### src/source/dcache_sweep_counter.sv
`timescale 1ns/100ps

module dcache_sweep_counter #(
  parameter int SET_BITS = 6
) (
  input  logic                clk,
  input  logic                rst,
  input  logic                sweep_en,
  output logic [SET_BITS-1:0] count,
  output logic                last
);

  // steps through the sets while the sweep runs
  always_ff @(posedge clk) begin
    if (rst) begin
      count <= '0;
    end else if (sweep_en) begin
      count <= count + 1'b1;
    end
  end

  // top set reached
  assign last = &count;

endmodule

### config.mk
export PLATFORM = sky130hd
export DESIGN_NAME = dcache_sweep_counter
export DESIGN_NICKNAME = d
export VERILOG_FILES = /design/src/source/dcache_sweep_counter.sv
export SDC_FILE = /design/constraint.sdc
export NUM_CORES = 1
export LEC_CHECK = 0
export BUFFER_PORTS_ARGS = -buffer_cell sky130_fd_sc_hd__buf_2
export CELL_PAD_IN_SITES_DETAIL_PLACEMENT = 0
export CELL_PAD_IN_SITES_GLOBAL_PLACEMENT = 1
export CORE_AREA = 2 2 39 41
export CTS_BUF_LIST = sky130_fd_sc_hd__clkbuf_4 sky130_fd_sc_hd__clkbuf_8 sky130_fd_sc_hd__clkbuf_16
export DETAILED_ROUTE_END_ITERATION = 16
export DIE_AREA = 0 0 41 43
export PLACE_DENSITY = 0.47
export SKIP_CTS_REPAIR_TIMING = 1
export SLEW_MARGIN = 20
export SYNTH_ARGS = -nofsm -noshare
export SYNTH_HDL_FRONTEND = slang
export SYNTH_SLANG_ARGS = --single-unit
### constraint.sdc
create_clock -name clk -period 2.5 [get_ports clk]
set_input_delay 0.5 -clock clk [delete_from_list [all_inputs] [get_ports clk]]
set_output_delay 0.5 -clock clk [all_outputs]
set_load 0.02 [all_outputs]
# Yosys cells after proc, flatten, opt, wreduce, memory -nomap -nowiden
# Index checks and enable logic that the tools add are counted.
# word_totals
ff_bits	6
input_bits	3
output_inout_bits	7
wordCells	3
# classes
n_addsub	1
n_reduce_logical	1
# ops
cell	n
adder 6 x 1 -> 6 bit, second input constant	1
AND reduction 6 bit	1

# Logic depth before layout (Yosys ltp)
# Gate-level depths: netlist (run 1).
# logic_depth
ltp_word	1
depth_mapped	4
depth_no_buf	4

# Worst setup path before layout (run 1)
# Ideal clock, no wire load.
# synth_path
path_type	register -> output
start	register count[0]
end	output last
arrival_ns	1.090
required_ns	2.000
setup_slack_ns	0.910
path_stages_with_launch	4
n_path_buf	0
cell_sequence	dfxtp_1 -> ha_1 -> nand3_1 -> nor2_1
# synth_via
elab_chain_cells	1
# synth_rtl
item	line	rtl
start: declaration	9	output logic [SET_BITS-1:0] count,
start signal: assignment	18	count <= count + 1'b1;
AND reduction 6 bit	23	assign last = &count;
end: declaration	10	output logic last
# Every way passes these cells.

# Worst setup path after layout (run 1)
# Ends and elaborated chain as after synthesis.

==> impl_metrics.tcl, run 1 <==
set metrics [dict create \
    cts_buffers 3 \
    crit_fanout 4 \
    track_usage_pct 6.83 \
    antenna_cells 0 \
    synth_top_area_cell "dfxtp_1" \
    die_area_um2 1760 \
    leakagePower_nw 0.160 \
    grt_pass1_vias 201 \
    maxCapViolCount 0 \
    grt_max_degree 7 \
    max_slew.worst_pin.slew_ns 0.208 \
    syn_area_per_cell_um2 9.31 \
    finalPower_mw 0.215 \
    wl_um 515 \
    max_freq_mhz 592 \
    first_pass_iters 2 \
    rsz0062_at_grt "false" \
    hold_viol 0 \
    crit_buf_inv 1 \
    via_count 220 \
    period_minus_slack_ns 1.69 \
    fillers 156 \
    yosys-top-cells-area "dfxtp_1 (48%), xor2_1 (10%), nor2_1 (9.0%)" \
    crit_chain "ha_1, nand3_1, nor2_1, buf_2" \
    setup_viol 0 \
    slowest_delay_ns 0.39 \
    hp-class "reg2reg" \
    coreArea_um2 1380 \
    seq_area_um2 120 \
    multi_input_area_um2 131 \
    final.setup.tns_ns 0 \
    numClockSinks 6 \
    via_per_inst 4.00 \
    chipWidth_um 41 \
    cp.arrival_ns 1.19 \
    die_h_um 43 \
    largest_register_ffs 6 \
    fin_worst_skew_ns 0.000914 \
    crit_family "flip-flops" \
    start_kind "flop" \
    syn_inst 27 \
    final-max-slew-violation-count 0 \
    cts_tree "yes" \
    place_ws_ns 1.05 \
    reg_top3 "count x6" \
    worst_setup_path_end_kind "output pin" \
    seq_area_frac_synth_pct 47.8 \
    yosysUniqueCellTypes 13 \
    routabilityCongestion 0.680 \
    initial_utilization_pct 18.2 \
    synth_warnings 0 \
    synth_seq_cells 6 \
    drive_gt1_share_pct 33.3 \
    clkTransAtPathRegs_ns 0.05 \
    cts_buffer_depth 2 \
    root_buffer "clkbuf_4" \
    port_buffers 9 \
    final_area_um2 339 \
    path_class "reg2out" \
    p_per_area_nw_per_um2 633 \
    regMostFlops "count" \
    status "complete, no violations" \
    grt_first_pass_wirelength_um 786 \
    wl_per_cell_um 9.36 \
    drtIter0Drc 6 \
    ant_nets 0 \
    irDropWorstVdd_mv 0.218 \
    slew-limit-headroom_pct 86.1 \
    post_dp_cell_area_um2 317 \
    period_share_pct 67.5 \
    io_pins 10 \
    yosysTopAreaCellShare_pct 47.8 \
    syn-num-nets 31 \
    finalNetCount 45 \
    rows 14 \
    grt_overflow 0 \
    cp_data_required_time_ns 2.00 \
    htree_num_levels 1 \
    drc_errors 0 \
    antenna_found_initial 0 \
    insertion_delay_ns 0.25 \
    synth_area_um2 251 \
    fin_ws_ns 0.811 \
    synthToLayoutAreaGrowth_pct 34.8 \
    slowest_stage "dfxtp_1" \
]
[report_power, final]
part           total, mW  switching (mW)  internal (mW)
combinational     0.0195          0.0114        0.00804
clock             0.0914          0.0370         0.0544
sequential         0.104         0.00430         0.0995
total              0.215          0.0527          0.162
[routing by layer]
layer	up-vias	global-route usage [%]	share of wire [%]	wire (µm)
met3	2	1.57	10	53
met5	-	0	0	0
met4	0	6.00	3.9	20
li1	117	-	-	-
met1	90	8.68	49	254
met2	11	9.06	36	186
[worst paths after layout]
path	start	end	slack, ns	depth (start not counted)
hold reg to reg	count[5]	count[5]	0.49	2
setup / recovery	count[0]	last	0.81	4
setup reg to reg	count[2]	count[5]	1.36	3
hold / removal	count[5]	count[5]	0.49	2
[cells by family after synthesis]
logic type      count (synthesis)  share of synthesized area (%)
mux                             1                           3.98
fa+ha+maj                       1                           4.97
simple gates                   13                           25.4
flops                           6                           47.8
xor+xnor                        4                           13.9
compound gates                  2                           3.98
[per-stage QoR]
stage	utilization, %	std cells	hold slack (ns)
2_1_floorplan	-	27	0.564
3_3_place_gp	22.9	52	0.496
3_5_place_dp	22.9	52	0.497
4_1_cts	24.5	55	0.500
5_1_grt	24.5	55	0.531
6_report	24.5	55	0.491
[cells in the final DEF (no fill, tap or decap)]
cell type and instances:
buf_2 9, nor2_1 6, dfxtp_1 6, nand2_1 3, xor2_1 3, clkbuf_4 3
nand3_1 1, mux2i_1 1, xnor2_1 1, nand4_1 1, nand4_2 1, o21ai_0 1
or3_1 1, a21oi_1 1, ha_1 1
[cell type report]
type	instances	area share, %
multi-input cells	21	38.7
flip-flops and latches	6	35.4
repair buffers	9	13.3
clock buffers	3	6.64
well taps	16	5.90
[Yosys cell counts]
master   n
dfxtp_1  6
nor2_1   6
nand2_1  3
xor2_1   3
a21oi_1  1
ha_1     1
mux2i_1  1
nand3_1  1
nand4_1  1
nand4_2  1
o21ai_0  1
or3_1    1
xnor2_1  1
[worst register-to-register path, cell delays in order (launching register included)]
cell and delay (ns):
dfxtp_1 0.42, nand4_2 0.16, or3_1 0.36, a21oi_1 0.13
No activity file was read; power rests on OpenSTA's default activity.
==> inputs of run 2 (changes only) <==
- clock period: 2.5 -> 1.7 ns (I/O delays scaled with it)
==> run 2 against run 1 <==
  * Cell count stayed put
  * Sequential share of layout area stayed put
  * Non-clock buffer count stayed put
  * Power is 44% higher
  * Flip-flop and latch count stayed put
  * Largest power group unchanged
  * Worst setup slack worse by 0.63 ns
  * Via count is 0.91% lower
  * Final area stayed put
  * First-iteration DRC count is 50% lower
  * Combinational power is 48% higher
  * Sequential power is 47% higher
==> impl_metrics.tcl, run 2 (synthesis gave the netlist of run 1 again) <==
set metrics [dict create \
    htree_num_levels 1 \
    drive_gt1_share_pct 33.3 \
    reg_top3 "count x6" \
    rows 14 \
    max_freq_mhz 659 \
    hold_viol 0 \
    maxCapViolCount 0 \
    crit_fanout 4 \
    drc_errors 0 \
    io_pins 10 \
    met2_length_um 187 \
    finalNetCount 45 \
    die_area_um2 1760 \
    drtIter0Drc 3 \
    synthToLayoutAreaGrowth_pct 34.8 \
    final-max-slew-violation-count 0 \
    hp-class "in2reg" \
    numClockSinks 6 \
    drt-met1-wl_um 250 \
    reg2reg_from "count[2]" \
    r2r_cells 3 \
    clkTransAtPathRegs_ns 0.04 \
    grt_pass1_vias 196 \
    cp-endpoint "last" \
    antenna_found_initial 0 \
    cts_buffer_depth 2 \
    cp-startpoint "count[0]" \
    final_common_cell "buf_2" \
    chipWidth_um 41 \
    irDropWorstVdd_mv 0.271 \
    status "complete, no violations" \
    cts_tree "yes" \
    fin_worst_skew_ns 0.00237 \
    regMostFlops "count" \
    cp.arrival_ns 1.18 \
    port_buffers 9 \
    p_per_area_nw_per_um2 914 \
    ant_nets 0 \
    coreArea_um2 1380 \
    wl_um 495 \
    path_class "reg2out" \
    highest_layer "met3" \
    grt_overflow 0 \
    root_buffer "clkbuf_4" \
    cts_buffers 3 \
    final.setup.tns_ns 0 \
    start_kind "flop" \
    setup_viol 0 \
    antenna_cells 0 \
    slew-limit-headroom_pct 86.1 \
    initial_utilization_pct 18.2 \
    wl_per_cell_um 9.00 \
    period_minus_slack_ns 1.52 \
    grt_first_pass_wirelength_um 834 \
    wl_met3_um 57 \
    via_per_inst 3.96 \
    largest_register_ffs 6 \
    via_count 218 \
    cp_data_required_time_ns 1.36 \
    rsz0062_at_grt "false" \
    period_share_pct 89.2 \
    routabilityCongestion 0.629 \
    r2r-end "count[5]" \
    track_usage_pct 7.54 \
    insertion_delay_ns 0.24 \
    utilization_pct 24.5 \
    r2r_slack_ns 0.56 \
    worst_setup_path_end_kind "output pin" \
    max_slew.worst_pin.slew_ns 0.208 \
    final_cell_mix "buf_2 (9), nor2_1 (6), dfxtp_1 (6)" \
    die_h_um 43 \
    leakagePower_nw 0.160 \
    grt_max_degree 7 \
    first_pass_iters 2 \
]
==> run 2: cell type report <==
| cell class | instances | area (µm²) |
|---|---|---|
| Fill cell | 163 | 1040 |
| Multi-Input combinational cell | 21 | 131 |
| Sequential cell | 6 | 120 |
| Timing Repair Buffer | 9 | 45.0 |
| Clock buffer | 3 | 22.5 |
| Tap cell | 16 | 20.0 |
==> run 2: per-stage QoR <==
stage                     std cells  instance area, µm²  total power, mW  hold slack [ns]  worst slack (ns)
after global placement           52                 317            0.184            0.495             0.435
after detailed placement         52                 317            0.185            0.505             0.431
final                            55                 339            0.310            0.338             0.183
after global routing             55                 339            0.331            0.367            0.0583
after CTS                        55                 339            0.317            0.342             0.165
after floorplan                  27                 251            0.172            0.409             0.270
==> run 2: layer usage <==
layer  track usage, %  vias up
met3             1.57        0
met4             8.00        0
met2             8.75        9
met1             10.3       92
li1                 -      117
met5                0        -
==> run 2: how the worst min path moves through the flow <==
| stage | start | end | cells after the start |
|---|---|---|---|
| after detailed placement | count[5] | count[5] | 2 |
| after global routing | rst | count[5] | 2 |
| after CTS | rst | count[5] | 2 |
| final | rst | count[5] | 2 |
| after floorplan | rst | count[5] | 1 |
| after global placement | count[5] | count[5] | 2 |
==> run 2: report_power, final <==
group	leakage [nW]	internal (mW)	switching, mW
Clock	0.0138	0.0797	0.0487
Combinational	0.0974	0.0119	0.0170
Sequential	0.0487	0.146	0.00619
Total	0.160	0.238	0.0719
==> run 2: critical path, cell delays in order (launching register included) <==
cell and delay [ns]:
dfxtp_1 0.39, ha_1 0.22, nand3_1 0.08, nor2_1 0.08, buf_2 0.16
==> inputs of run 3 (changes only) <==
- CTS_BUF_LIST: sky130_fd_sc_hd__clkbuf_4 sky130_fd_sc_hd__clkbuf_8 sky130_fd_sc_hd__clkbuf_16 -> sky130_fd_sc_hd__clkbuf_8
==> run 3 against run 2 <==
  * Non-clock buffer count stayed put
  * Maximum frequency is 1.6% higher
  * Power is 26% higher
==> impl_metrics.tcl, run 3 (synthesis gave the netlist of run 1 again) <==
set metrics [dict create \
    grt_pass1_vias 198 \
    cts_buffer_depth 2 \
    worst_setup_path_end_kind "output pin" \
    fin_worst_skew_ns 0.00138 \
    ant_nets 0 \
    rows 14 \
    grt_overflow 0 \
    seq_area_um2 120 \
    slew-limit-headroom_pct 86.2 \
    drive_gt1_share_pct 33.3 \
    synthToLayoutAreaGrowth_pct 42.3 \
    antenna_cells 0 \
    max_freq_mhz 670 \
    cts_buffers 3 \
    largest_register_ffs 6 \
    via_count 216 \
    initial_utilization_pct 18.2 \
    p_per_area_nw_per_um2 1090 \
    worstHoldStart "rst" \
    cp_data_required_time_ns 1.36 \
    numClockSinks 6 \
    irDropWorstVdd_mv 0.337 \
    r2r_slack_ns 0.56 \
    crit_chain "ha_1, nand3_1, nor2_1, buf_2" \
    cp-startpoint "count[0]" \
    final_cell_mix "buf_2 (9), nor2_1 (6), dfxtp_1 (6)" \
    grt_max_degree 7 \
    max_slew.worst_pin.slew_ns 0.207 \
    die_area_um2 1760 \
    min_path_cells 2 \
    drtIter0Drc 3 \
    finalNetCount 45 \
    coreArea_um2 1380 \
    insertion_delay_ns 0.22 \
    wl_um 504 \
    grt_first_pass_wirelength_um 855 \
    die_h_um 43 \
    fin_hold_ws_ns 0.364 \
    port_buffers 9 \
    via_per_inst 3.93 \
    maxCapViolCount 0 \
    fillers 160 \
    r2r_cells 3 \
    slowest_stage "dfxtp_1" \
    antenna_found_initial 0 \
    drc_errors 0 \
    root_buffer "clkbuf_8" \
    clkTransAtPathRegs_ns 0.04 \
    start_kind "flop" \
    final.setup.tns_ns 0 \
    chipWidth_um 41 \
    r2r-end "count[5]" \
    slowest_delay_ns 0.39 \
    leakagePower_nw 0.168 \
    io_pins 10 \
    htree_num_levels 1 \
    period_share_pct 87.8 \
    rsz0062_at_grt "false" \
    wl_per_cell_um 9.16 \
    cts_tree "yes" \
    path_class "reg2out" \
    routabilityCongestion 0.629 \
    crit_fanout 4 \
    setup_viol 0 \
    reg_top3 "count x6" \
    first_pass_iters 2 \
    period_minus_slack_ns 1.49 \
    hold_viol 0 \
    hp-class "in2reg" \
    final-max-slew-violation-count 0 \
    reg2reg_from "count[2]" \
    final_common_cell "buf_2" \
    track_usage_pct 7.94 \
    multi_input_area_um2 131 \
    hold_end "count[5]" \
    cp.arrival_ns 1.15 \
    regMostFlops "count" \
    status "complete, no violations" \
]
-- run 3: final cells by class --
class / count / area share (%)
multi-input combinational: 21 / 36.7
sequential: 6 / 33.6
timing repair buffer: 9 / 12.6
clock buffer: 3 / 11.5
tap: 16 / 5.59
-- run 3: where the power goes --
| part | internal [mW] | switching, mW | total (mW) |
|---|---|---|---|
| logic | 0.0119 | 0.0170 | 0.0289 |
| registers | 0.147 | 0.00620 | 0.153 |
| clock network | 0.152 | 0.0574 | 0.209 |
| total | 0.311 | 0.0806 | 0.391 |
-- run 3: layer usage --
layer,share of wire [%],track usage (%)
met1,49,10.3
met2,39,9.06
met3,11,1.57
met4,0,10.0
met5,0,0
-- run 3: worst max-delay path: cells and delay by family (launching register included) --
kind                     cells  cell delay, ns
flip-flops                   1            0.39
AND/OR/NAND/NOR              2            0.16
buffers and inverters        1            0.16
adder cells (fa/ha/maj)      1            0.22
-- run 3: worst max-delay path by stage --
stage	endpoint	slack [ns]	cells after the start
2_1_floorplan	last	0.27	3
3_3_place_gp	last	0.43	4
3_5_place_dp	last	0.43	4
4_1_cts	last	0.19	4
5_1_grt	last	0.09	4
6_report	last	0.21	4
-- run 3: through the flow --
stage	power [mW]	util (%)	std cells	setup slack [ns]	instance area, µm²
final	0.391	25.9	55	0.207	358
after global routing	0.414	25.9	55	0.0871	358
after CTS	0.399	25.9	55	0.190	358
after detailed placement	0.185	22.9	52	0.431	317
after global placement	0.184	22.9	52	0.435	317
after floorplan	0.172	-	27	0.270	251
