<file path="config.mk">
export PLATFORM = sky130hd
export DESIGN_NAME = dcache_tag_ctrl_flat
export DESIGN_NICKNAME = d
export VERILOG_FILES = /design/src/source/dcache_geom_pkg.sv /design/src/source/dcache_ctrl_pkg.sv /design/src/source/dcache_tag_if.sv /design/src/source/dcache_tag_ctrl.sv /design/src/flat_wrapper.sv
export SDC_FILE = /design/constraint.sdc
export NUM_CORES = 1
export LEC_CHECK = 0
export ABC_AREA = 1
export BUFFER_PORTS_ARGS = -buffer_cell sky130_fd_sc_hd__buf_2
export CORE_MARGIN = 4
export CORE_UTILIZATION = 46
export CTS_BUF_LIST = sky130_fd_sc_hd__clkbuf_8
export DETAILED_ROUTE_END_ITERATION = 7
export HOLD_SLACK_MARGIN = 0.03
export PLACE_DENSITY_LB_ADDON = 0.25
export SLEW_MARGIN = 20
export SYNTH_ARGS = -nofsm -noshare
export SYNTH_HDL_FRONTEND = slang
export SYNTH_SLANG_ARGS = --single-unit
export TNS_END_PERCENT = 30
</file>
<file path="constraint.sdc">
create_clock -name clk -period 2.1 [get_ports clk]
set_input_delay 0.42 -clock clk [delete_from_list [all_inputs] [get_ports clk]]
set_output_delay 0.42 -clock clk [all_outputs]
set_load 0.01 [all_outputs]
</file>
<file path="src/source/dcache_geom_pkg.sv">
package dcache_geom_pkg;

  // stored tag width and associativity
  localparam int tag_bits = 20;
  localparam int num_ways = 4;

  typedef logic [1:0] way_idx_t;

  // one stored entry, parity makes the xor of all 23 bits zero
  typedef struct packed {
    logic [tag_bits-1:0] tag;
    logic                valid;
    logic                excl;
    logic                parity;
  } tag_entry_t;

  // per-way result of a read, taken from the RAM output
  typedef struct packed {
    logic                hit;
    logic                valid;
    logic                excl;
    logic                err;
    logic [tag_bits-1:0] tag;
  } way_status_t;

endpackage

</file>
<file path="src/source/dcache_ctrl_pkg.sv">
package dcache_ctrl_pkg;

  // request opcodes seen on the request port
  typedef enum logic [1:0] {
    op_lookup = 2'd0,
    op_fill   = 2'd1,
    op_inval  = 2'd2
  } tag_op_t;

  // controller states
  typedef enum logic [1:0] {
    st_sweep  = 2'd0,
    st_idle   = 2'd1,
    st_update = 2'd2
  } ctrl_state_t;

endpackage

</file>
<file path="src/source/dcache_tag_if.sv">
`timescale 1ns/100ps

interface dcache_tag_if #(
  parameter int SET_BITS = 6
);
  import dcache_geom_pkg::*;

  // read side, address is registered inside each RAM
  logic                rd_en;
  logic [SET_BITS-1:0] rd_set;
  // request tag, lines up with the RAM output
  logic [tag_bits-1:0] cmp_tag;

  // write side, one enable bit per way
  logic [SET_BITS-1:0] wr_set;
  tag_entry_t          wr_entry;
  logic [num_ways-1:0] wr_way;

  modport ctrl (
    output rd_en, rd_set, cmp_tag, wr_set, wr_entry, wr_way
  );

  modport way (
    input rd_en, rd_set, cmp_tag, wr_set, wr_entry, wr_way
  );

endinterface

</file>
<file path="src/source/dcache_tag_ctrl.sv">
`timescale 1ns/100ps

module dcache_tag_ctrl #(
  parameter int SET_BITS = 6
) (
  input  logic                                 clk,
  input  logic                                 rst,
  input  logic                                 req_valid,
  input  dcache_ctrl_pkg::tag_op_t             req_op,
  input  logic [SET_BITS-1:0]                  req_set,
  input  logic [dcache_geom_pkg::tag_bits-1:0] req_tag,
  input  logic                                 req_excl,
  output logic                                 ready,
  output logic                                 resp_valid,
  output logic                                 evict_valid,
  output logic                                 sweep_en,
  input  logic [SET_BITS-1:0]                  sweep_count,
  input  logic                                 sweep_last,
  input  logic                                 hit,
  input  dcache_geom_pkg::way_idx_t            hit_way,
  input  dcache_geom_pkg::way_idx_t            victim_way,
  input  logic                                 victim_valid,
  output logic                                 fill_commit,
  dcache_tag_if.ctrl                           tag_bus
);
  import dcache_geom_pkg::*;
  import dcache_ctrl_pkg::*;

  ctrl_state_t         state;
  tag_op_t             op_q;
  logic [SET_BITS-1:0] set_q;
  logic [tag_bits-1:0] tag_q;
  logic                excl_q;
  logic                accept;
  tag_entry_t          entry;

  assign ready    = (state == st_idle);
  assign accept   = req_valid & ready;
  assign sweep_en = (state == st_sweep);

  always_ff @(posedge clk) begin
    if (rst) begin
      state      <= st_sweep;
      resp_valid <= 1'b0;
    end else begin
      resp_valid <= accept;
      case (state)
        st_sweep:  if (sweep_last) state <= st_idle;
        st_idle:   if (accept && req_op != op_lookup) state <= st_update;
        default:   state <= st_idle;
      endcase
    end
  end

  // request payload held for the compare and the write
  always_ff @(posedge clk) begin
    if (accept) begin
      op_q   <= req_op;
      set_q  <= req_set;
      tag_q  <= req_tag;
      excl_q <= req_excl;
    end
  end

  assign tag_bus.rd_en   = accept;
  assign tag_bus.rd_set  = req_set;
  assign tag_bus.cmp_tag = tag_q;

  assign fill_commit = (state == st_update) && (op_q == op_fill);
  assign evict_valid = fill_commit & ~hit & victim_valid;

  // sweep clears all ways, update writes one way or none
  always_comb begin
    entry          = '0;
    tag_bus.wr_set = set_q;
    tag_bus.wr_way = '0;
    if (state == st_sweep) begin
      tag_bus.wr_set = sweep_count;
      tag_bus.wr_way = '1;
    end else if (fill_commit) begin
      entry.tag   = tag_q;
      entry.valid = 1'b1;
      entry.excl  = excl_q;
      tag_bus.wr_way[victim_way] = 1'b1;
    end else if (state == st_update && op_q == op_inval && hit) begin
      // snoop drops the line, tag kept for debug
      entry.tag = tag_q;
      tag_bus.wr_way[hit_way] = 1'b1;
    end
    entry.parity     = ^{entry.tag, entry.valid, entry.excl};
    tag_bus.wr_entry = entry;
  end

endmodule

</file>
<file path="src/flat_wrapper.sv">
// flat-port wrapper written by rule: the top's interface ports become plain ports
module dcache_tag_ctrl_flat import dcache_geom_pkg::*; import dcache_ctrl_pkg::*;
#(
  parameter int SET_BITS = 6
)
  (clk, rst, req_valid, req_op, req_set, req_tag, req_excl, ready, resp_valid, evict_valid, sweep_en, sweep_count, sweep_last, hit, hit_way, victim_way, victim_valid, fill_commit, tag_bus_rd_en, tag_bus_rd_set, tag_bus_cmp_tag, tag_bus_wr_set, tag_bus_wr_entry, tag_bus_wr_way);
  dcache_tag_if #(.SET_BITS(SET_BITS)) tag_bus_i ();
  input  logic clk;
  input  logic rst;
  input  logic req_valid;
  input  dcache_ctrl_pkg::tag_op_t req_op;
  input  logic [SET_BITS-1:0] req_set;
  input  logic [dcache_geom_pkg::tag_bits-1:0] req_tag;
  input  logic req_excl;
  output logic ready;
  output logic resp_valid;
  output logic evict_valid;
  output logic sweep_en;
  input  logic [SET_BITS-1:0] sweep_count;
  input  logic sweep_last;
  input  logic hit;
  input  dcache_geom_pkg::way_idx_t hit_way;
  input  dcache_geom_pkg::way_idx_t victim_way;
  input  logic victim_valid;
  output logic fill_commit;
  output wire logic [$bits(tag_bus_i.rd_en)-1:0] tag_bus_rd_en;
  output wire logic [$bits(tag_bus_i.rd_set)-1:0] tag_bus_rd_set;
  output wire logic [$bits(tag_bus_i.cmp_tag)-1:0] tag_bus_cmp_tag;
  output wire logic [$bits(tag_bus_i.wr_set)-1:0] tag_bus_wr_set;
  output wire logic [$bits(tag_bus_i.wr_entry)-1:0] tag_bus_wr_entry;
  output wire logic [$bits(tag_bus_i.wr_way)-1:0] tag_bus_wr_way;
  assign tag_bus_rd_en = tag_bus_i.rd_en;
  assign tag_bus_rd_set = tag_bus_i.rd_set;
  assign tag_bus_cmp_tag = tag_bus_i.cmp_tag;
  assign tag_bus_wr_set = tag_bus_i.wr_set;
  assign tag_bus_wr_entry = tag_bus_i.wr_entry;
  assign tag_bus_wr_way = tag_bus_i.wr_way;
  dcache_tag_ctrl #(.SET_BITS(SET_BITS)) u_core (.clk(clk), .rst(rst), .req_valid(req_valid), .req_op(req_op), .req_set(req_set), .req_tag(req_tag), .req_excl(req_excl), .ready(ready), .resp_valid(resp_valid), .evict_valid(evict_valid), .sweep_en(sweep_en), .sweep_count(sweep_count), .sweep_last(sweep_last), .hit(hit), .hit_way(hit_way), .victim_way(victim_way), .victim_valid(victim_valid), .fill_commit(fill_commit), .tag_bus(tag_bus_i));
endmodule
</file>
# Word-level counts from Yosys, hierarchy flattened
# Index checks and enable logic that the tools add are counted.
# Widths: inputs -> output; s select.
[word_totals] mem_bits_rw=0 reg_bits=32 word_cells=45 in_bits=45 latchBits=0 mem_bits_ro=0 memories=0
[op_classes] mux=15 addsub=0 reduce_logical=10 n_shift=0 mul=0 n_lt_le_gt_ge=4 eq_ne=6 div_mod_pow=0 bitwise=4
[op_table] cell="$mux 20" count=2
[op_table] cell="$mux 22" count=1
[op_table] cell="$reduce_xor 22->1" count=1
[op_table] cell="$mux 4" count=3
[op_table] cell="$logic_and 1x1->1" count=6
[op_table] cell="$lt 2x3->1 const B" count=2
[op_table] cell="$mux 2" count=3
[op_table] cell="$mux 6" count=1
[op_table] cell="$demux 1 s2" count=2
[op_table] cell="$eq 2x1->1 const B" count=2
[op_table] cell="$eq 2x2->1 const B" count=2
[op_table] cell="$ge 2x1->1 const B" count=2
[op_table] cell="$pmux 2 s2" count=1
[op_table] cell="$and 1x1->1" count=3
[op_table] cell="$logic_not 2->1" count=1
[op_table] cell="$mux 1" count=2
[op_table] cell="$ne 2x1->1 const B" count=1
[op_table] cell="$ne 2x2->1 const B" count=1
[op_table] cell="$reduce_and 2->1" count=1
[op_table] cell="$reduce_bool 2->1" count=1
[op_table] cell="$not 1->1" count=1

# Logic depth before layout (Yosys ltp)
# Gate-level depths: netlist (run 1).
[logic_depth] word_depth=7 ltp_mapped=17

# Worst setup path before layout (run 1)
# Ideal clock, no wire load.
[synth_timing] kind="input port to output port" start="input hit" end="output tag_bus_wr_entry[0]" arrival_ps=1564 path_buffers=1 path_slack_ps=116 path_stages=14 required_ps=1680 cell_sequence="nand2_1 -> nor2_2 -> nand2_4 -> nand2_4 -> buf_6 -> nand2_1 -> inv_1 -> nand2_1 -> o21ai_1 -> nand2_1 -> nand3_1 -> nand2_1 -> nand3_1 -> nand2_1"
[synth_between] elab_chain_len=5
[synth_lines] element="start: declaration" line_no="flat_wrapper.sv:21" source="input logic hit;"
[synth_lines] element="$logic_and 1x1->1" line_no="dcache_tag_ctrl.sv:85" source="end else if (state == st_update && op_q == op_inval && hit) begin"
[synth_lines] element="$mux 20" line_no="dcache_tag_ctrl.sv:85"
[synth_lines] element="$mux 20" line_no="dcache_tag_ctrl.sv:80" source="end else if (fill_commit) begin"
[synth_lines] element="$mux 22" line_no="dcache_tag_ctrl.sv:77" source="if (state == st_sweep) begin"
[synth_lines] element="via tag_bus_wr_entry[18]" line_no="flat_wrapper.sv:30" source="output wire logic [$bits(tag_bus_i.wr_entry)-1:0] tag_bus_wr_entry;"
[synth_lines] element="$reduce_xor 22->1" line_no="dcache_tag_ctrl.sv:90" source="entry.parity = ^{entry.tag, entry.valid, entry.excl};"
[synth_lines] element="end: declaration" line_no="flat_wrapper.sv:30"
# The timed path passes the listed nets, and every way through them passes these cells.

# Final worst setup path (run 1)
[layout_timing] start="register u_core.op_q[1]" end="output tag_bus_wr_entry[0]"
[layout_between] elab_chain_len=7
[layout_lines] element="start: declaration" line_no="dcache_tag_ctrl.sv:30" source="tag_op_t op_q;"
[layout_lines] element="start signal: assignment" line_no="dcache_tag_ctrl.sv:58" source="op_q <= req_op;"
[layout_lines] element="$eq 2x2->1" line_no="dcache_tag_ctrl.sv:85"
[layout_lines] element="$logic_and 1x1->1 (2 in series)" line_no="dcache_tag_ctrl.sv:85"
[layout_lines] element="$mux 20" line_no="dcache_tag_ctrl.sv:85"
[layout_lines] element="$mux 20" line_no="dcache_tag_ctrl.sv:80"
[layout_lines] element="$mux 22 (*)" line_no="dcache_tag_ctrl.sv:77"
[layout_lines] element="$reduce_xor 22->1 (*)" line_no="dcache_tag_ctrl.sv:90"
# Every way passes the cells marked *; elsewhere a longest branch is shown, timed or not.

==> reports/qor.yml, run 1 <==
outcome:
  outcome: "finished with violations"
  violations: "negative setup slack"
clock_network:
  cts_buffers: 5
  clkTransAtPathRegs_ns: 0.07
  cts_max_level: 2
  root_buffer: "clkbuf_8"
  clock_sinks: 32
  tritoncts: "done"
  clk_latency_ns: 0.29
  clk_path_buf_depth: 2
  ctsHoldBuffers: 0
grt:
  antenna_found_initial: 0
  grt_max_degree: 23
  grtUsageTotal: 0.211
  grt_pass1_vias: 2127
  grt_remaining_overflow: 0
  grt_first_pass_wirelength_um: 8910
timing:
  fin_crit_sh: 1.24
  rsz0062_at_grt: "yes"
  timing.final.ws_setup_ns: -0.504
  slew_violations: 0
  timing.slew.headroom: 0.716
  fmax_mhz: 384
  post-route-min-period_ns: 2.60
  hold_viol: 0
  setup_violations: 4
  finClkSkew_ns: 0.00837
  tightest_slew_ns: 0.426
  hold_slack_ns: 0.299
drt:
  drt-initial-drc-count: 151
  via_per_inst: 5.15
  vias: 2372
  drt-pass1-iter-count: 4
  routedWlPerCell_um: 15.4
  drc: 0
  wl_um: 7080
  detail-route-antenna-nets: 0
finish:
  final_common_cell: "buf_2"
  synthToLayoutAreaGrowth_pct: 66.7
  insertedDiodeCount: 0
  final_area_um2: 3360
  fill_cells: 237
  drive_gt1_frac: 0.601
  final_cell_mix: "106 x buf_2, 54 x nand2_1, 36 x inv_1"
  layoutNonFillerInstCount: 461
  nets: 455
place:
  routabilityCongestion: 0.775
  dp_hpwl_um: 4420
  pre_cts_slack_ns: -0.181
  place_inst: 446
  placement.io_buffers: 109
  postPlaceCellArea_um2: 2750
logic_synthesis:
  synth_seq_cells: 32
  synth_area_um2: 2010
  syn_area_per_cell_um2: 7.37
  synthCells: 273
  ys_types: 22
  yosysWarnings: 0
  syn_nets: 318
  ys_seq_area_frac: 0.462
critical_path:
  cp-end-kind: "output pin"
  cp-start-kind: "flip-flop"
  slowest_stage: "edfxtp_1"
  critPathMaxFanout: 8
  crit_required_ns: 1.68
  worstSetupPathType: "flip-flop to output pin"
  slowest_delay_ns: 0.38
  worstPathArrival_ns: 2.18
  path_cells: "nand2_1 > nor2_2 > nand2_4 > nand2_8 > clkbuf_16 > nand3_4 > nand2_4 > inv_2 > nand2_2 > nand2_1 > nand2_1 > nand2_2 > nand2_2 > nand3_2 > nand2_1 > buf_2"
  crit_path_frequent_cell: "nand2_1"
job:
  maxCapViolations: 0
power:
  max-vdd-ir-drop_mv: 0.457
  leakagePower_nw: 1.88
  power_density_nw_per_um2: 457
hold_path:
  hp-class: "primary input to flip-flop"
floorplanning:
  die-area_um2: 5500
  rows: 23
  initial_core_util: 0.489
  die_w_um: 74.2
  die_height_um: 74.2
  core-area_um2: 4120
  io_pins: 110
## worst paths after layout
check,endpoint,cells past startpoint,slack [ns],start
hold reg to reg,u_core.resp_valid,3,0.56,u_core.state[1]
setup / recovery,tag_bus_wr_entry[0],16,-0.50,u_core.op_q[1]
hold / removal,u_core.tag_bus.cmp_tag[11],1,0.30,req_tag[11]
setup reg to reg,u_core.state[0],7,0.65,u_core.state[0]
## state kept, by name, indices dropped and copies added (netlist names)
register / count
u_core.resp_valid: 1
u_core.set_q: 6
u_core.state: 2
u_core.op_q: 2
u_core.excl_q: 1
u_core.tag_bus.cmp_tag: 20
## what timing repair did
action                     CTS  global route
setup endpoints to repair    1            20
resized for setup            1           120
gates cloned                 0             3
pin swaps                    0            38
buffers inserted             0             5
## cells by family (layout without fill, tap and decap cells)
kind of cell    after synthesis  count (layout)  synth area share
simple gates                165             165             0.353
buf+inv                      63             201             0.141
flops                        32              32             0.462
compound gates               12              12            0.0392
xor+xnor                      1               1           0.00435
## critical path, delay by kind of cell, from the launching register on
kind                   cells  cell delay, ns
DFF                        1            0.38
buffers and inverters      3            0.34
and+or+nand+nor           13            1.16
## through the flow
step                utilization  total power, W  TNS, ns
global placement          0.669        0.000987   -0.110
CTS                       0.692         0.00149   -0.387
global route              0.816         0.00160    -1.41
floorplan                     -        0.000875        0
finish                    0.816         0.00153   -0.582
detailed placement        0.669        0.000997   -0.181
## layer usage
metal	share of wire	track usage
met1	0.35	0.228
met2	0.55	0.393
met3	0.068	0.0595
met4	0.033	0.0684
met5	0	0
## layout make-up
| class | count | area, um2 | area share |
|---|---|---|---|
| clock buffer | 6 | 82.6 | 0.0246 |
| clock inverter | 2 | 10.0 | 0.00298 |
| inverter | 50 | 190 | 0.0567 |
| multi-input combinational | 178 | 1170 | 0.349 |
| sequential | 32 | 931 | 0.277 |
| tap | 50 | 62.6 | 0.0186 |
| timing repair buffer | 143 | 910 | 0.271 |
## report_power, final
| part | switching, W | total [W] | internal (W) | leakage, nW |
|---|---|---|---|---|
| Combinational | 0.000174 | 0.000291 | 0.000117 | 1.54 |
| Sequential | 0.0000150 | 0.000742 | 0.000727 | 0.292 |
| Clock | 0.000240 | 0.000501 | 0.000261 | 0.0510 |
## Yosys cell counts, drive strengths merged
cell type / instances / area share
clkbuf: 2 / 0.0037
dfxtp: 3 / 0.030
nand3: 34 / 0.092
nand2: 106 / 0.21
xnor2: 1 / 0.0044
inv: 50 / 0.093
edfxtp: 29 / 0.43
o311ai: 4 / 0.017
a21oi: 4 / 0.0099
nor2: 24 / 0.046
o21ai: 4 / 0.012
nor3b: 1 / 0.0037
buf: 11 / 0.044
(Power assumes the default switching activity.)
==> run 2: changes to the inputs <==
CORE_ASPECT_RATIO = 1.75   (was not set)
==> run 2 against run 1 <==
Effect of this change: the run still ends with negative setup slack left; critical path depth fell by 1; global-route usage down 2.2 points; via count fell by 6.9%; utilization fell by 4.8 points; final cell count is 1.1% lower; clock power is 14% lower; sequential cell count is the same; largest cell class unchanged; largest power group unchanged.
==> reports/qor.yml, run 2 (same netlist as run 1, synthesis figures left out) <==
place:
  placement.io_buffers: 109
  pre_cts_slack_ns: -0.159
  postPlaceCellArea_um2: 2710
  routabilityCongestion: 0.754
  dp_hpwl_um: 4170
finish:
  fill_cells: 321
  nets: 451
  synthToLayoutAreaGrowth_pct: 59.7
  multi_input_area_um2: 1100
  seqCellArea_um2: 931
  final_cell_mix: "109 x buf_2, 66 x nand2_1, 46 x inv_1"
  drive_gt1_frac: 0.558
  insertedDiodeCount: 0
  final_area_um2: 3210
  largest_register_ff_count: 20
  final_common_cell: "buf_2"
grt:
  gr-usage-met1: 0.179
  grtUsageMet2: 0.379
  grtUsageTotal: 0.189
  grtUsageMet3: 0.0407
  grt_first_pass_wirelength_um: 8040
  grt_remaining_overflow: 0
  grt_pass1_vias: 1986
  antenna_found_initial: 0
  grt_max_degree: 20
  grt-busiest-layer: "met2"
clock_network:
  root_buffer: "clkbuf_8"
  cts_max_level: 2
  clkTransAtPathRegs_ns: 0.06
  ctsHoldBuffers: 0
  cts_buffers: 5
  clk_path_buf_depth: 2
  clock_sinks: 32
  clk_latency_ns: 0.28
  tritoncts: "done"
drt:
  vias: 2209
  drt-initial-drc-count: 43
  drt-pass1-iter-count: 4
  detail-route-antenna-nets: 0
  wl_um: 5740
  via_per_inst: 4.84
  routedWlPerCell_um: 12.6
  drc: 0
floorplanning:
  core-area_um2: 4190
  die-area_um2: 5540
  rows: 31
  die_w_um: 58.0
  die_height_um: 95.5
  io_pins: 110
  initial_core_util: 0.481
outcome:
  violations: "negative setup slack"
  outcome: "finished with violations"
critical_path:
  crit_required_ns: 1.68
  cp-start-kind: "flip-flop"
  cp-end-kind: "output pin"
  worstPathArrival_ns: 2.03
  critPathMaxFanout: 5
  worstSetupPathType: "flip-flop to output pin"
timing:
  slew_violations: 0
  timing.slew.headroom: 0.720
  hold_viol: 0
  tightest_slew_ns: 0.420
  fmax_mhz: 408
  setup_violations: 6
  rsz0062_at_grt: "yes"
  finClkSkew_ns: 0.00608
  timing.final.ws_setup_ns: -0.353
  fin_crit_sh: 1.17
  post-route-min-period_ns: 2.45
power:
  power_density_nw_per_um2: 450
  leakagePower_nw: 1.84
  max-vdd-ir-drop_mv: 0.604
job:
  maxCapViolations: 0
hold_path:
  hp-class: "primary input to flip-flop"
-- run 2: path summary, 6_finish.rpt --
path	cells past startpoint	slack (ns)	from	endpoint
min	1	0.31	req_tag[12]	u_core.tag_bus.cmp_tag[12]
max reg2reg	5	0.66	u_core.state[0]	u_core.tag_bus.cmp_tag[14]
min reg2reg	3	0.56	u_core.state[1]	u_core.resp_valid
max	15	-0.35	u_core.op_q[1]	tag_bus_wr_entry[0]
-- run 2: what timing repair did --
item,CTS,global route
endpoints found under the setup margin,1,8
buffers inserted,2,2
gates cloned,0,3
resized for setup,10,78
pin swaps,6,33
-- run 2: routing by layer --
metal  routed length [um]  up-vias
met1                 1900     1032
met4                   78        0
met2                 3460       62
met3                  299        8
met5                    0        -
li1                     -     1107
-- run 2: area by class of cell --
class	instances	share of cell area
Sequential cell	32	0.290
Clock inverter	3	0.00350
Multi-Input combinational cell	178	0.342
Tap cell	49	0.0191
Inverter	50	0.0584
Clock buffer	5	0.0214
Timing Repair Buffer	139	0.266
-- run 2: through the flow --
| stage | hold WS (ns) | utilization | setup TNS, ns | total power, W | cells |
|---|---|---|---|---|---|
| after floorplan | 0.492 | - | 0 | 0.000875 | 273 |
| after global placement | 0.550 | 0.647 | -0.116 | 0.000983 | 441 |
| after detailed placement | 0.559 | 0.647 | -0.159 | 0.000990 | 441 |
| after CTS | 0.306 | 0.678 | -0.289 | 0.00143 | 451 |
| after global routing | 0.299 | 0.767 | -1.35 | 0.00152 | 456 |
| final | 0.314 | 0.767 | -0.614 | 0.00145 | 456 |
-- run 2: where the power goes --
part           internal (W)  switching [W]
registers          0.000727      0.0000129
clock network      0.000221       0.000212
logic              0.000112       0.000163
-- run 2: worst max-delay path: stages (launching register included) --
cell	delay (ns)
edfxtp_1	0.41
nor2_2	0.14
nand2_2	0.12
nand2_8	0.12
buf_12	0.12
buf_6	0.10
nand3_2	0.06
nand2_2	0.11
nand2_1	0.06
nand2_1	0.06
nand2_1	0.05
nand2_1	0.08
nand3_1	0.08
nand3_1	0.07
nand2_1	0.05
buf_2	0.13
