### src/source/dcache_geom_pkg.sv
package dcache_geom_pkg;

  // stored tag width and associativity
  localparam int tag_bits = 20;
  localparam int num_ways = 4;

  typedef logic [1:0] way_idx_t;

  // one stored entry, parity makes the xor of all 23 bits zero
  typedef struct packed {
    logic [tag_bits-1:0] tag;
    logic                valid;
    logic                excl;
    logic                parity;
  } tag_entry_t;

  // per-way result of a read, taken from the RAM output
  typedef struct packed {
    logic                hit;
    logic                valid;
    logic                excl;
    logic                err;
    logic [tag_bits-1:0] tag;
  } way_status_t;

endpackage

### src/source/dcache_way_select.sv
`timescale 1ns/100ps

module dcache_way_select (
  input  logic                                       clk,
  input  logic                                       rst,
  input  dcache_geom_pkg::way_status_t               status0,
  input  dcache_geom_pkg::way_status_t               status1,
  input  dcache_geom_pkg::way_status_t               status2,
  input  dcache_geom_pkg::way_status_t               status3,
  input  logic                                       fill_commit,
  output logic                                       hit,
  output dcache_geom_pkg::way_idx_t                  hit_way,
  output dcache_geom_pkg::way_idx_t                  victim_way,
  output logic                                       victim_valid,
  output logic                                       resp_excl,
  output logic                                       resp_err,
  output logic [dcache_geom_pkg::tag_bits-1:0]       evict_tag
);
  import dcache_geom_pkg::*;

  way_status_t st [num_ways];
  way_idx_t    repl_ptr;
  way_idx_t    free_way;
  logic        any_free;

  assign st[0] = status0;
  assign st[1] = status1;
  assign st[2] = status2;
  assign st[3] = status3;

  // scan downwards so the lowest matching way wins
  always_comb begin
    hit      = 1'b0;
    hit_way  = '0;
    any_free = 1'b0;
    free_way = '0;
    resp_err = 1'b0;
    for (int i = num_ways - 1; i >= 0; i--) begin
      if (st[i].hit) begin
        hit     = 1'b1;
        hit_way = way_idx_t'(i);
      end
      if (!st[i].valid) begin
        any_free = 1'b1;
        free_way = way_idx_t'(i);
      end
      resp_err = resp_err | st[i].err;
    end
  end

  // fill target: reuse on hit, then a free way, then the pointer
  assign victim_way   = hit ? hit_way : (any_free ? free_way : repl_ptr);
  assign victim_valid = st[victim_way].valid;
  assign evict_tag    = st[victim_way].tag;
  assign resp_excl    = hit & st[hit_way].excl;

  // pointer moves only when a valid line is pushed out
  always_ff @(posedge clk) begin
    if (rst) begin
      repl_ptr <= '0;
    end else if (fill_commit && !hit && victim_valid) begin
      repl_ptr <= repl_ptr + 2'd1;
    end
  end

endmodule

### config.mk
export PLATFORM = sky130hd
export DESIGN_NAME = dcache_way_select
export DESIGN_NICKNAME = d
export VERILOG_FILES = /design/src/source/dcache_geom_pkg.sv /design/src/source/dcache_way_select.sv
export SDC_FILE = /design/constraint.sdc
export NUM_CORES = 1
export LEC_CHECK = 0
export ABC_AREA = 0
export ABC_CLOCK_PERIOD_IN_PS = 1800
export BUFFER_PORTS_ARGS = -buffer_cell sky130_fd_sc_hd__clkbuf_2
export CORE_MARGIN = 8
export CORE_UTILIZATION = 29
export DETAILED_ROUTE_END_ITERATION = 8
export GPL_TIMING_DRIVEN = 0
export HOLD_SLACK_MARGIN = 0.05
export PLACE_DENSITY = 0.86
export SYNTH_ARGS = -nofsm -noshare
export SYNTH_HDL_FRONTEND = slang
export SYNTH_SLANG_ARGS = --single-unit
export TNS_END_PERCENT = 50
### constraint.sdc
create_clock -name clk -period 1.8 [get_ports clk]
set_input_delay 0.36 -clock clk [delete_from_list [all_inputs] [get_ports clk]]
set_output_delay 0.36 -clock clk [all_outputs]
set_load 0.005 [all_outputs]
Word-level counts from Yosys, hierarchy flattened:

Index checks and enable logic that the tools add are counted.

* word-level logic and storage cells: 37
* bits in registers: 2

* reduce and logical (&&, ||, !) cells: 3
* bitwise gates (word level): 6
* add/subtract/negate cells: 1
* muxes and demuxes: 24
* order comparisons: 2

Operator list (count)
* 24-bit binary-select mux with 2-bit select: 2
* 23-bit two-way mux: 2
* 22-bit two-way mux: 2
* 2-bit two-way mux: 10
* 1-bit two-way mux: 8
* 3-bit >= comparator (second input constant): 2
* 2-bit inverter with 3-bit output: 2
* 1-bit bitwise OR: 3
* 2-bit by 1-bit adder with 2-bit output (second input constant): 1
* 1-bit logical AND: 2
* 1-bit bitwise AND: 1
* 1-bit logical NOT: 1

Depth between registers and ports, before layout:

Gate-level depths: netlist of the first run.

* depth in word-level cells: 11
* gate-level depth with buffers: 7

Least setup slack after synthesis of the first run:

OpenSTA, ideal clock, no wires.

* kind: input to output
* from: input port status0[23] (netlist bit)
* to: output port evict_tag[0] (netlist bit)
* arrival: 1.489 ns
* path slack: -0.049 ns
* stages on the path: 7
* required time: 1.440 ns
* cell sequence: nor4_4 nand2_1 o21bai_1 buf_4 buf_6 mux2i_1 mux2i_1

* word-level cells in the longest chain between the ends: 6

RTL lines
* start, declared: RTL line dcache_way_select.sv:6 `input dcache_geom_pkg::way_status_t status0,`
* 2-bit two-way mux / 1-bit two-way mux (equally long branches): RTL line dcache_way_select.sv:39 `if (st[i].hit) begin`
* 2-bit two-way mux *: RTL line dcache_way_select.sv:52 `assign victim_way = hit ? hit_way : (any_free ? free_way : repl_ptr);`
* 2-bit inverter with 3-bit output (implied by the code) *: RTL line dcache_way_select.sv:54 `assign evict_tag = st[victim_way].tag;`
* 24-bit binary-select mux with 2-bit select *: RTL line dcache_way_select.sv:54
* 23-bit two-way mux (implied by the code) * (2 in a row): RTL line dcache_way_select.sv:54
* end, declared: RTL line dcache_way_select.sv:17 `output logic [dcache_geom_pkg::tag_bits-1:0] evict_tag`

Every way passes the cells marked *; elsewhere a longest branch is shown, timed or not. The select of a mux whose other input is x is not followed.

Final worst setup path of the first run:

* from: input port status1[23] (netlist bit)
* to: output port evict_tag[14] (netlist bit)

* word-level cells in the longest chain between the ends: 7

RTL lines
* start, declared: RTL line dcache_way_select.sv:7 `input dcache_geom_pkg::way_status_t status1,`
* 2-bit two-way mux / 1-bit two-way mux (equally long branches) (2 in a row): RTL line dcache_way_select.sv:39
* 2-bit two-way mux *: RTL line dcache_way_select.sv:52
* 2-bit inverter with 3-bit output (implied by the code) *: RTL line dcache_way_select.sv:54
* 24-bit binary-select mux with 2-bit select *: RTL line dcache_way_select.sv:54
* 23-bit two-way mux (implied by the code) * (2 in a row): RTL line dcache_way_select.sv:54

Marked as above.

==> metrics.yaml, run 1 <==
floorplanning:
  die_h_um: 75.0
  floorplan.initialDensity_pct: 30.3
  io_pins: 127
  die_w_um: 75.0
  design.core.area_mm2: 0.00334
  num_rows: 21
  die_area_mm2: 0.00563
setup_path:
  crit_chain: "buf_12, nor4_4, nand2_1, o21bai_4, buf_6, buf_12, mux2i_2, mux2i_1, clkbuf_2"
  r2r_slack_ns: 0.07
  path_class: "input pin to output pin"
  crit_top_cell: "buf_12"
  cp-start-kind: "input pin"
  crit_buf_inv: 4
  critPathRequiredTime_ns: 1.44
  crit_arrival_ns: 1.82
  r2r_end: "repl_ptr[0]$_SDFFE_PP0P_"
  max_stage_delay_ns: 0.30
  worstSetupEndpointType: "output pin"
  crit_slowest_cell: "nor4_4"
  reg2regPathDepth: 6
  crit_family: "buffers and inverters"
  cp_max_fo: 5
  r2r_start: "repl_ptr[1]$_SDFFE_PP0P_"
clock_tree:
  clk_pin_slew_ns: 0.03
  numClockSinks: 2
  cts_inserted_buffers: 3
  cts_root_buf: "clkbuf_4"
  cts_htree_levels: 1
  tritoncts: "yes"
  insertion_delay_ns: 0.22
  cts.path.max_buffers: 2
  cts_hold_buf: 0
place:
  io_buffers: 126
  pre_cts_ws_ns: -0.637
  placed_area_mm2: 0.00172
  place_congestion: 0.783
  hpwl_mm: 3.84
grt:
  grt_start_max_net_pins: 11
  grtUsageTotal_pct: 15.0
  grt_pass1_wl_mm: 6.69
  grt_overflow: 0
  grt_pass1_vias: 1596
  antenna_found_initial: 0
finish:
  reg_top3: "repl_ptr (2)"
  layout-drive-gt1-share_pct: 64.1
  final_net_count: 352
  n_antenna_cell: 0
  regMostFlops: "repl_ptr"
  area_growth_pct: 98.3
  fill_cells: 311
  fin_area_mm2: 0.00200
  largest_register_ffs: 2
  final_util_pct: 60.1
pwr:
  irDropWorstVdd_mv: 0.124
  p_per_area_mw_per_mm2: 327
  total_leakage_power_nw: 1.16
  p_total_uw: 654
routing:
  drc: 0
  via_per_inst: 4.87
  drt-pass1-iter-count: 2
  wl_mm: 4.76
  drtAntennaViolNets: 0
  post_drt_wl_per_cell_um: 16.0
  drt-initial-drc-count: 34
  vias: 1447
sta:
  fin_crit_ns: 2.18
  setup_ws_ns: -0.377
  tightest_slew_ns: 0.333
  max_freq_mhz: 459
  fin_skew_ns: 0.00146
  rsz0062_at_grt: "true"
  finalSetupViolCount: 23
  slew_headroom_pct: 77.8
  drv_slew: 0
  period_share_pct: 121
  setup_tns_ns: -6.99
  hold_viol_final: 0
synthesis:
  synth_top_area_share_pct: 59.4
  synthesis.area_mm2: 0.00101
  ys_warn_count: 0
  ys_ff_latch: 2
  synth_cell_types: 31
  synth_edf_count: 0
  avgSynthCellArea_um2: 9.11
  synth-seq-area-share_pct: 3.96
  syn_nets: 210
  synth_area_leaders: "mux2i_1, buf_6, dfxtp_1"
  synth_top_cell_by_area: "mux2i_1"
  async_flop_share_pct: 0
  synthFlopType: "dfxtp_1"
  synth_cells: 111
hold_path:
  hold_start: "rst"
  min_to: "repl_ptr[0]$_SDFFE_PP0P_"
  hp-class: "input pin to register"
  hold_depth: 3
run_status:
  violations: "setup timing"
  status: "finished with violations"
run:
  cap_violations: 0
-- area by class of cell --
| class | count | area, um2 | share of cell area, % |
|---|---|---|---|
| timing repair buffer | 137 | 822 | 41.0 |
| tap | 46 | 57.6 | 2.87 |
| multi-input combinational | 97 | 933 | 46.6 |
| clock buffer | 3 | 22.5 | 1.12 |
| inverter | 4 | 15.0 | 0.749 |
| buffer | 8 | 113 | 5.62 |
| sequential | 2 | 41.3 | 2.06 |
-- stage by stage --
stage,cells,hold WS [ns]
6_report,297,0.483
5_1_grt,297,0.493
4_1_cts,294,0.479
3_5_place_dp,283,0.576
3_3_place_gp,283,0.538
2_1_floorplan,111,0.518
-- layout by cell type, fill, tap and decap left out, types with 2 or more instances in the layout --
master and count:
and2_1 2, buf_12 5, buf_2 4, buf_4 6, buf_6 5, buf_8 2
clkbuf_16 3, clkbuf_2 117, clkbuf_4 6, inv_1 4, mux2_1 2, mux2i_1 57
mux2i_2 3, nand2_1 3, nand2b_1 2, nor2_1 4, nor2b_1 2, o2111ai_1 2
o21ai_0 2, o31ai_1 2
-- logic make-up after synthesis --
group,share of synthesized area (%)
and+or+nand+nor,12.9
DFF,3.96
muxes,63.9
buffers and inverters,8.79
AOI/OAI and AO/OA,10.5
-- layer usage --
metal	global-route usage, %	vias up	share of wire [%]
met1	14.6	660	35
li1	-	702	-
met5	0	-	0
met2	28.1	79	53
met4	5.87	0	1.1
met3	5.06	6	11
-- cell usage after synthesis, types with 2 or more instances --
cell type and n:
mux2_1 2, buf_6 5, nand2_1 3, inv_1 4
mux2i_1 60, nand2b_1 2, and2_1 2, nor2b_1 2
nor2_1 4, o21ai_0 2, o31ai_1 2, o2111ai_1 2
dfxtp_1 2, buf_2 2
-- where the power goes --
part	leakage (nW)	switching, mW	total, mW	internal (mW)
combinational	1.13	0.209	0.510	0.301
clock	0.0138	0.0256	0.0992	0.0736
sequential	0.0166	0.000421	0.0455	0.0451
-- timing repair --
item,4_1_cts,5_1_grt
endpoints found under the setup margin,23,25
endpoints found under the hold margin,0,0
cloned,2,3
setup buffers,6,2
gates resized for setup,18,22
pin swaps,4,3
-- worst min-delay path: cells and delay by family --
| kind | cells | cell delay [ns] |
|---|---|---|
| buffers and inverters | 1 | 0.11 |
| AND/OR/NAND/NOR | 1 | 0.08 |
| multiplexers | 1 | 0.12 |
-- how the worst max path moves through the flow --
stage                     start             to  depth (start not counted)
finish              status1[23]  evict_tag[14]                          9
global route        status1[23]   evict_tag[9]                          9
CTS                 status3[23]  evict_tag[14]                          9
detailed placement  status1[23]  evict_tag[14]                          9
global placement    status1[23]   evict_tag[3]                          9
floorplan           status1[23]   evict_tag[0]                          7
Power figures use the tool's default switching activity.
==> run 2, diff against run 1 <==
- ABC_CLOCK_PERIOD_IN_PS: 1800 -> 2000
- clock period: 1.8 -> 2 ns (I/O delays scaled with it)
==> run 2 against run 1 <==
  * The flow still finishes with violations (setup timing)
  * Combinational power is 18% lower
  * First-iteration DRC count is 18% lower
  * Global-route usage is 1.4 points lower
  * Largest power group unchanged
==> metrics.yaml, run 2 (synthesis results as in run 1) <==
sta:
  max_freq_mhz: 435
  period_share_pct: 115
  finalSetupViolCount: 21  # -8.7%
  setup_ws_ns: -0.296  # +0.0805 ns
  fin_crit_ns: 2.30
  tightest_slew_ns: 0.349  # +0.0151 ns
  slew_headroom_pct: 76.6  # -1.2 points
  drv_slew: 0  # unchanged
  hold_viol_final: 0  # unchanged
  fin_skew_ns: 0.000259  # -0.00120 ns
  rsz0062_at_grt: "true"
grt:
  grt_overflow: 0  # unchanged
  grtUsageTotal_pct: 13.6  # -1.4 points
  antenna_found_initial: 0  # unchanged
  grt_pass1_wl_mm: 6.26  # -6.5%
  grt_start_max_net_pins: 11  # unchanged
  grt_pass1_vias: 1497  # -6.2%
finish:
  instances_no_fill: 290  # -2.4%
  final_common_cell: "clkbuf_2"
  layout-drive-gt1-share_pct: 61.9  # -2.3 points
  multi_input_area_um2: 907  # -2.8%
  final_net_count: 345  # -2.0%
  final_util_pct: 56.1  # -4.0 points
  largest_register_ffs: 2  # unchanged
  regMostFlops: "repl_ptr"
  reg_top3: "repl_ptr (2)"
  final_cell_mix: "clkbuf_2, mux2i_1"
  fill_cells: 330  # +6.1%
  n_antenna_cell: 0  # unchanged
  seq_area_um2: 41.3  # unchanged
  area_growth_pct: 85.1
clock_tree:
  cts_inserted_buffers: 3  # unchanged
  cts.path.max_buffers: 2  # unchanged
  cts_hold_buf: 0  # unchanged
  insertion_delay_ns: 0.22  # about the same
  tritoncts: "yes"
  numClockSinks: 2  # unchanged
  cts_root_buf: "clkbuf_4"
  clk_pin_slew_ns: 0.03  # about the same
  cts_htree_levels: 1  # unchanged
run:
  cap_violations: 0  # unchanged
run_status:
  status: "finished with violations"
  violations: "setup timing"
floorplanning:
  floorplan.initialDensity_pct: 30.3  # unchanged
  io_pins: 127  # unchanged
  die_h_um: 75.0  # unchanged
  design.core.area_mm2: 0.00334  # unchanged
  die_area_mm2: 0.00563  # unchanged
  num_rows: 21  # unchanged
  die_w_um: 75.0  # unchanged
routing:
  drt-initial-drc-count: 28  # -18%
  wl_mm: 4.35  # -8.6%
  drtAntennaViolNets: 0  # unchanged
  drt-pass1-iter-count: 4  # +2
  drc: 0  # unchanged
  post_drt_wl_per_cell_um: 15.0  # -6.4%
  vias: 1377  # -4.8%
  via_per_inst: 4.75  # -2.5%
place:
  dp.cells: 283  # unchanged
  io_buffers: 126  # unchanged
  place_congestion: 0.775  # -0.98%
  pre_cts_ws_ns: -0.467  # +0.170 ns
  hpwl_mm: 3.70  # -3.8%
setup_path:
  cp_max_fo: 10  # +5
  worstSetupEndpointType: "output pin"
  path_class: "input pin to output pin"
  critPathRequiredTime_ns: 1.60  # +0.16 ns
  crit_arrival_ns: 1.90  # +0.08 ns
  cp-start-kind: "input pin"
pwr:
  p_total_uw: 548  # -16%
  p_per_area_mw_per_mm2: 293  # -10%
  irDropWorstVdd_mv: 0.178  # +43%
  total_leakage_power_nw: 1.10  # -5.0%
hold_path:
  hp-class: "input pin to register"
-- run 2: changes by cell type in the layout (fill, tap and decap cells not counted), sizes merged --
cell	delta
buf	-8
clkbuf	+1
-- run 2: critical path, stage by stage --
cell and delay, ns:
clkbuf_16 0.13, nor4_4 0.30, nand2_1 0.10, o21bai_2 0.16, buf_6 0.18, buf_12 0.15, mux2i_1 0.20, mux2i_1 0.12
clkbuf_2 0.14
-- run 2: power by group --
group          leakage [nW]  switching (mW)  internal, mW
clock                0.0138          0.0207        0.0660
sequential           0.0166        0.000371        0.0406
combinational          1.07           0.176         0.245
total                  1.10           0.197         0.351
-- run 2: repair_timing --
item,4_1_cts,5_1_grt
buffers inserted,3,0
cloned,0,1
pin swaps,3,3
endpoints found under the setup margin,22,23
resized for setup,11,14
-- run 2: path summary, 6_finish.rpt --
check / start / endpoint / slack (ns) / cells past startpoint
worst max register to register: repl_ptr[1]$_SDFFE_PP0P_ / repl_ptr[0]$_SDFFE_PP0P_ / 0.27 / 6
worst max-delay path: status1[23] / evict_tag[12] / -0.30 / 9
worst min register to register: repl_ptr[1]$_SDFFE_PP0P_ / repl_ptr[1]$_SDFFE_PP0P_ / 0.57 / 2
worst min-delay path: rst / repl_ptr[0]$_SDFFE_PP0P_ / 0.52 / 3
-- run 2: layer usage --
layer | global-route usage [%] | up-vias | share of wire (%) | routed length (um)
met5 | 0 | - | 0 | 0
li1 | - | 692 | - | -
met2 | 24.3 | 80 | 51 | 2220
met4 | 3.48 | 0 | 0 | 0
met3 | 4.26 | 0 | 11 | 487
met1 | 15.0 | 605 | 38 | 1650
-- run 2: cell type report --
type                    instances  area share, %
plain buffers                   8           6.02
clock buffers                   3           1.20
inverters                       4          0.802
multi-input cells              97           48.5
flip-flops and latches          2           2.21
well taps                      46           3.07
repair buffers                130           38.2
-- run 2: per-stage QoR --
step / cell area [um2] / setup TNS [ns] / hold slack [ns]
2_1_floorplan: 1010 / 0 / 0.518
5_1_grt: 1870 / -7.38 / 0.536
3_5_place_dp: 1700 / -8.92 / 0.561
4_1_cts: 1800 / -5.51 / 0.519
3_3_place_gp: 1700 / -8.91 / 0.542
6_report: 1870 / -4.93 / 0.524
==> run 3, diff against run 2 <==
- ABC_CLOCK_PERIOD_IN_PS: 2000 -> 2800
- CORE_UTILIZATION: 29 -> 35
- PLACE_DENSITY: 0.86 -> 0.95
- SKIP_LAST_GASP: not set -> 1
- SLEW_MARGIN: not set -> 25
- clock period: 2 -> 2.8 ns (I/O delays scaled with it)
==> run 3 against run 2 <==
  * The run now ends clean
  * Hold slack improved by 0.065 ns
  * Cell area is 1.4% lower
  * Register-to-register slack better by 0.77 ns
  * Critical path type unchanged
  * Critical endpoint is now evict_tag[16]
==> metrics.yaml, run 3 (synthesis results as in run 1) <==
floorplanning:
  die_area_mm2: 0.00486  # -14%
  die_h_um: 69.7  # -7.1%
  num_rows: 19  # -9.5%
  design.core.area_mm2: 0.00276  # -17%
  io_pins: 127  # unchanged
  die_w_um: 69.7  # -7.1%
  floorplan.initialDensity_pct: 36.7  # +6.4 points
clock_tree:
  cts.path.max_buffers: 2  # unchanged
  cts_root_buf: "clkbuf_4"
  cts_inserted_buffers: 3  # unchanged
  insertion_delay_ns: 0.22  # about the same
  cts_htree_levels: 1  # unchanged
  numClockSinks: 2  # unchanged
  cts_hold_buf: 0  # unchanged
  tritoncts: "yes"
  clk_pin_slew_ns: 0.03  # about the same
finish:
  fin_area_mm2: 0.00185  # -1.4%
  final_common_cell: "clkbuf_2"
  largest_register_ffs: 2  # unchanged
  reg_top3: "repl_ptr (2)"
  n_antenna_cell: 0  # unchanged
  final_cell_mix: "clkbuf_2, mux2i_1, inv_1, buf_12, nor2_1"
  final_util_pct: 66.9  # +11 points
  layout-drive-gt1-share_pct: 60.0  # -1.9 points
  final_net_count: 346  # +0.29%
  fill_cells: 247  # -25%
  area_growth_pct: 82.5
  instances_no_fill: 276  # -4.8%
  regMostFlops: "repl_ptr"
run_status:
  status: "complete, no violations"
sta:
  setup_tns_ns: 0  # +4.93 ns
  fin_skew_ns: 0.00127  # +0.00101 ns
  period_share_pct: 95.0
  slew_headroom_pct: 68.2  # -8.4 points
  hold_ws_ns: 0.589  # +0.0649 ns
  finalSetupViolCount: 0  # -100%
  max_freq_mhz: 376
  tightest_slew_ns: 0.474  # +0.125 ns
  fin_crit_ns: 2.66
  hold_viol_final: 0  # unchanged
  setup_ws_ns: 0.139  # +0.435 ns
  drv_slew: 0  # unchanged
hold_path:
  hp-class: "register to register"
routing:
  drtAntennaViolNets: 0  # unchanged
  drc: 0  # unchanged
  wl_mm: 4.44  # +2.0%
  drt-pass1-iter-count: 4  # unchanged
  vias: 1392  # +1.1%
  post_drt_wl_per_cell_um: 16.1  # +7.1%
  drt-initial-drc-count: 61  # +120%
  via_per_inst: 5.04  # +6.2%
run:
  cap_violations: 0  # unchanged
grt:
  grtUsageTotal_pct: 16.2  # +2.6 points
  grt_pass1_vias: 1516  # +1.3%
  grt_overflow: 0  # unchanged
  grt_start_max_net_pins: 11  # unchanged
  antenna_found_initial: 0  # unchanged
  grt_pass1_wl_mm: 6.80  # +8.7%
place:
  hpwl_mm: 3.82  # +3.4%
  place_congestion: 0.809  # +4.3%
  dp.cells: 268  # -5.3%
  io_buffers: 126  # unchanged
  placed_area_mm2: 0.00168  # -1.1%
  pre_cts_ws_ns: 0.00218  # +0.469 ns
setup_path:
  worstSetupEndpointType: "output pin"
  crit_slowest_cell: "nor4_4"
  cp-start-kind: "input pin"
  cp_max_fo: 8  # -2
  crit_arrival_ns: 2.10  # +0.20 ns
  crit_family: "buffers and inverters"
  crit_top_cell: "mux2i_1"
  crit_chain: "clkbuf_2, nor4_4, nand2_1, o21bai_1, buf_6, clkbuf_16, mux2i_1, mux2i_1, buf_2"
  max_stage_delay_ns: 0.34  # +0.04 ns
  path_class: "input pin to output pin"
  critPathRequiredTime_ns: 2.24  # +0.64 ns
  crit_buf_inv: 4  # unchanged
  r2r_slack_ns: 1.04  # +0.77 ns
pwr:
  irDropWorstVdd_mv: 0.152  # -14%
  total_leakage_power_nw: 1.11  # +0.22%
  p_per_area_mw_per_mm2: 211  # -28%
  p_total_uw: 390  # -29%
run 3: worst min-delay path, stage by stage, from the launching register on:
cell and delay [ns]:
dfxtp_1 0.32, nor2_1 0.11, mux2_1 0.12
run 3: area by class of cell:
| type | count | area, um2 | share of cell area [%] |
|---|---|---|---|
| Clock buffer | 3 | 22.5 | 1.22 |
| Multi-Input combinational cell | 97 | 890 | 48.2 |
| Tap cell | 31 | 38.8 | 2.10 |
| Sequential cell | 2 | 40.0 | 2.17 |
| Inverter | 4 | 15.0 | 0.814 |
| Buffer | 8 | 113 | 6.10 |
| Timing Repair Buffer | 131 | 727 | 39.4 |
run 3: worst paths after layout:
kind | start | end | cells after the start
worst min register to register | repl_ptr[0]$_SDFFE_PP0P_ | repl_ptr[0]$_SDFFE_PP0P_ | 2
worst max register to register | repl_ptr[1]$_SDFFE_PP0P_ | repl_ptr[1]$_SDFFE_PP0P_ | 6
worst min-delay path | repl_ptr[0]$_SDFFE_PP0P_ | repl_ptr[0]$_SDFFE_PP0P_ | 2
worst max-delay path | status2[23] | evict_tag[16] | 9
run 3: where the power goes:
group | switching (mW) | leakage [nW] | internal (mW)
registers | 0.000251 | 0.0161 | 0.0290
logic | 0.124 | 1.08 | 0.175
clock network | 0.0149 | 0.0138 | 0.0472
total | 0.139 | 1.11 | 0.251
run 3: metal layers:
layer  up-vias  share of wire (%)  GRT usage [%]
li1        696                  -              -
met1       604                 36           15.8
met2        90                 52           30.6
met3         2                 12           7.15
met4         0               0.61           3.35
met5         -                  0              0
run 3: timing repair:
action                     in CTS  in global routing
buffers inserted                0                  2
setup endpoints to repair       1                 20
resized for setup               0                 15
pin swaps                       1                  4
cloned                          0                  3
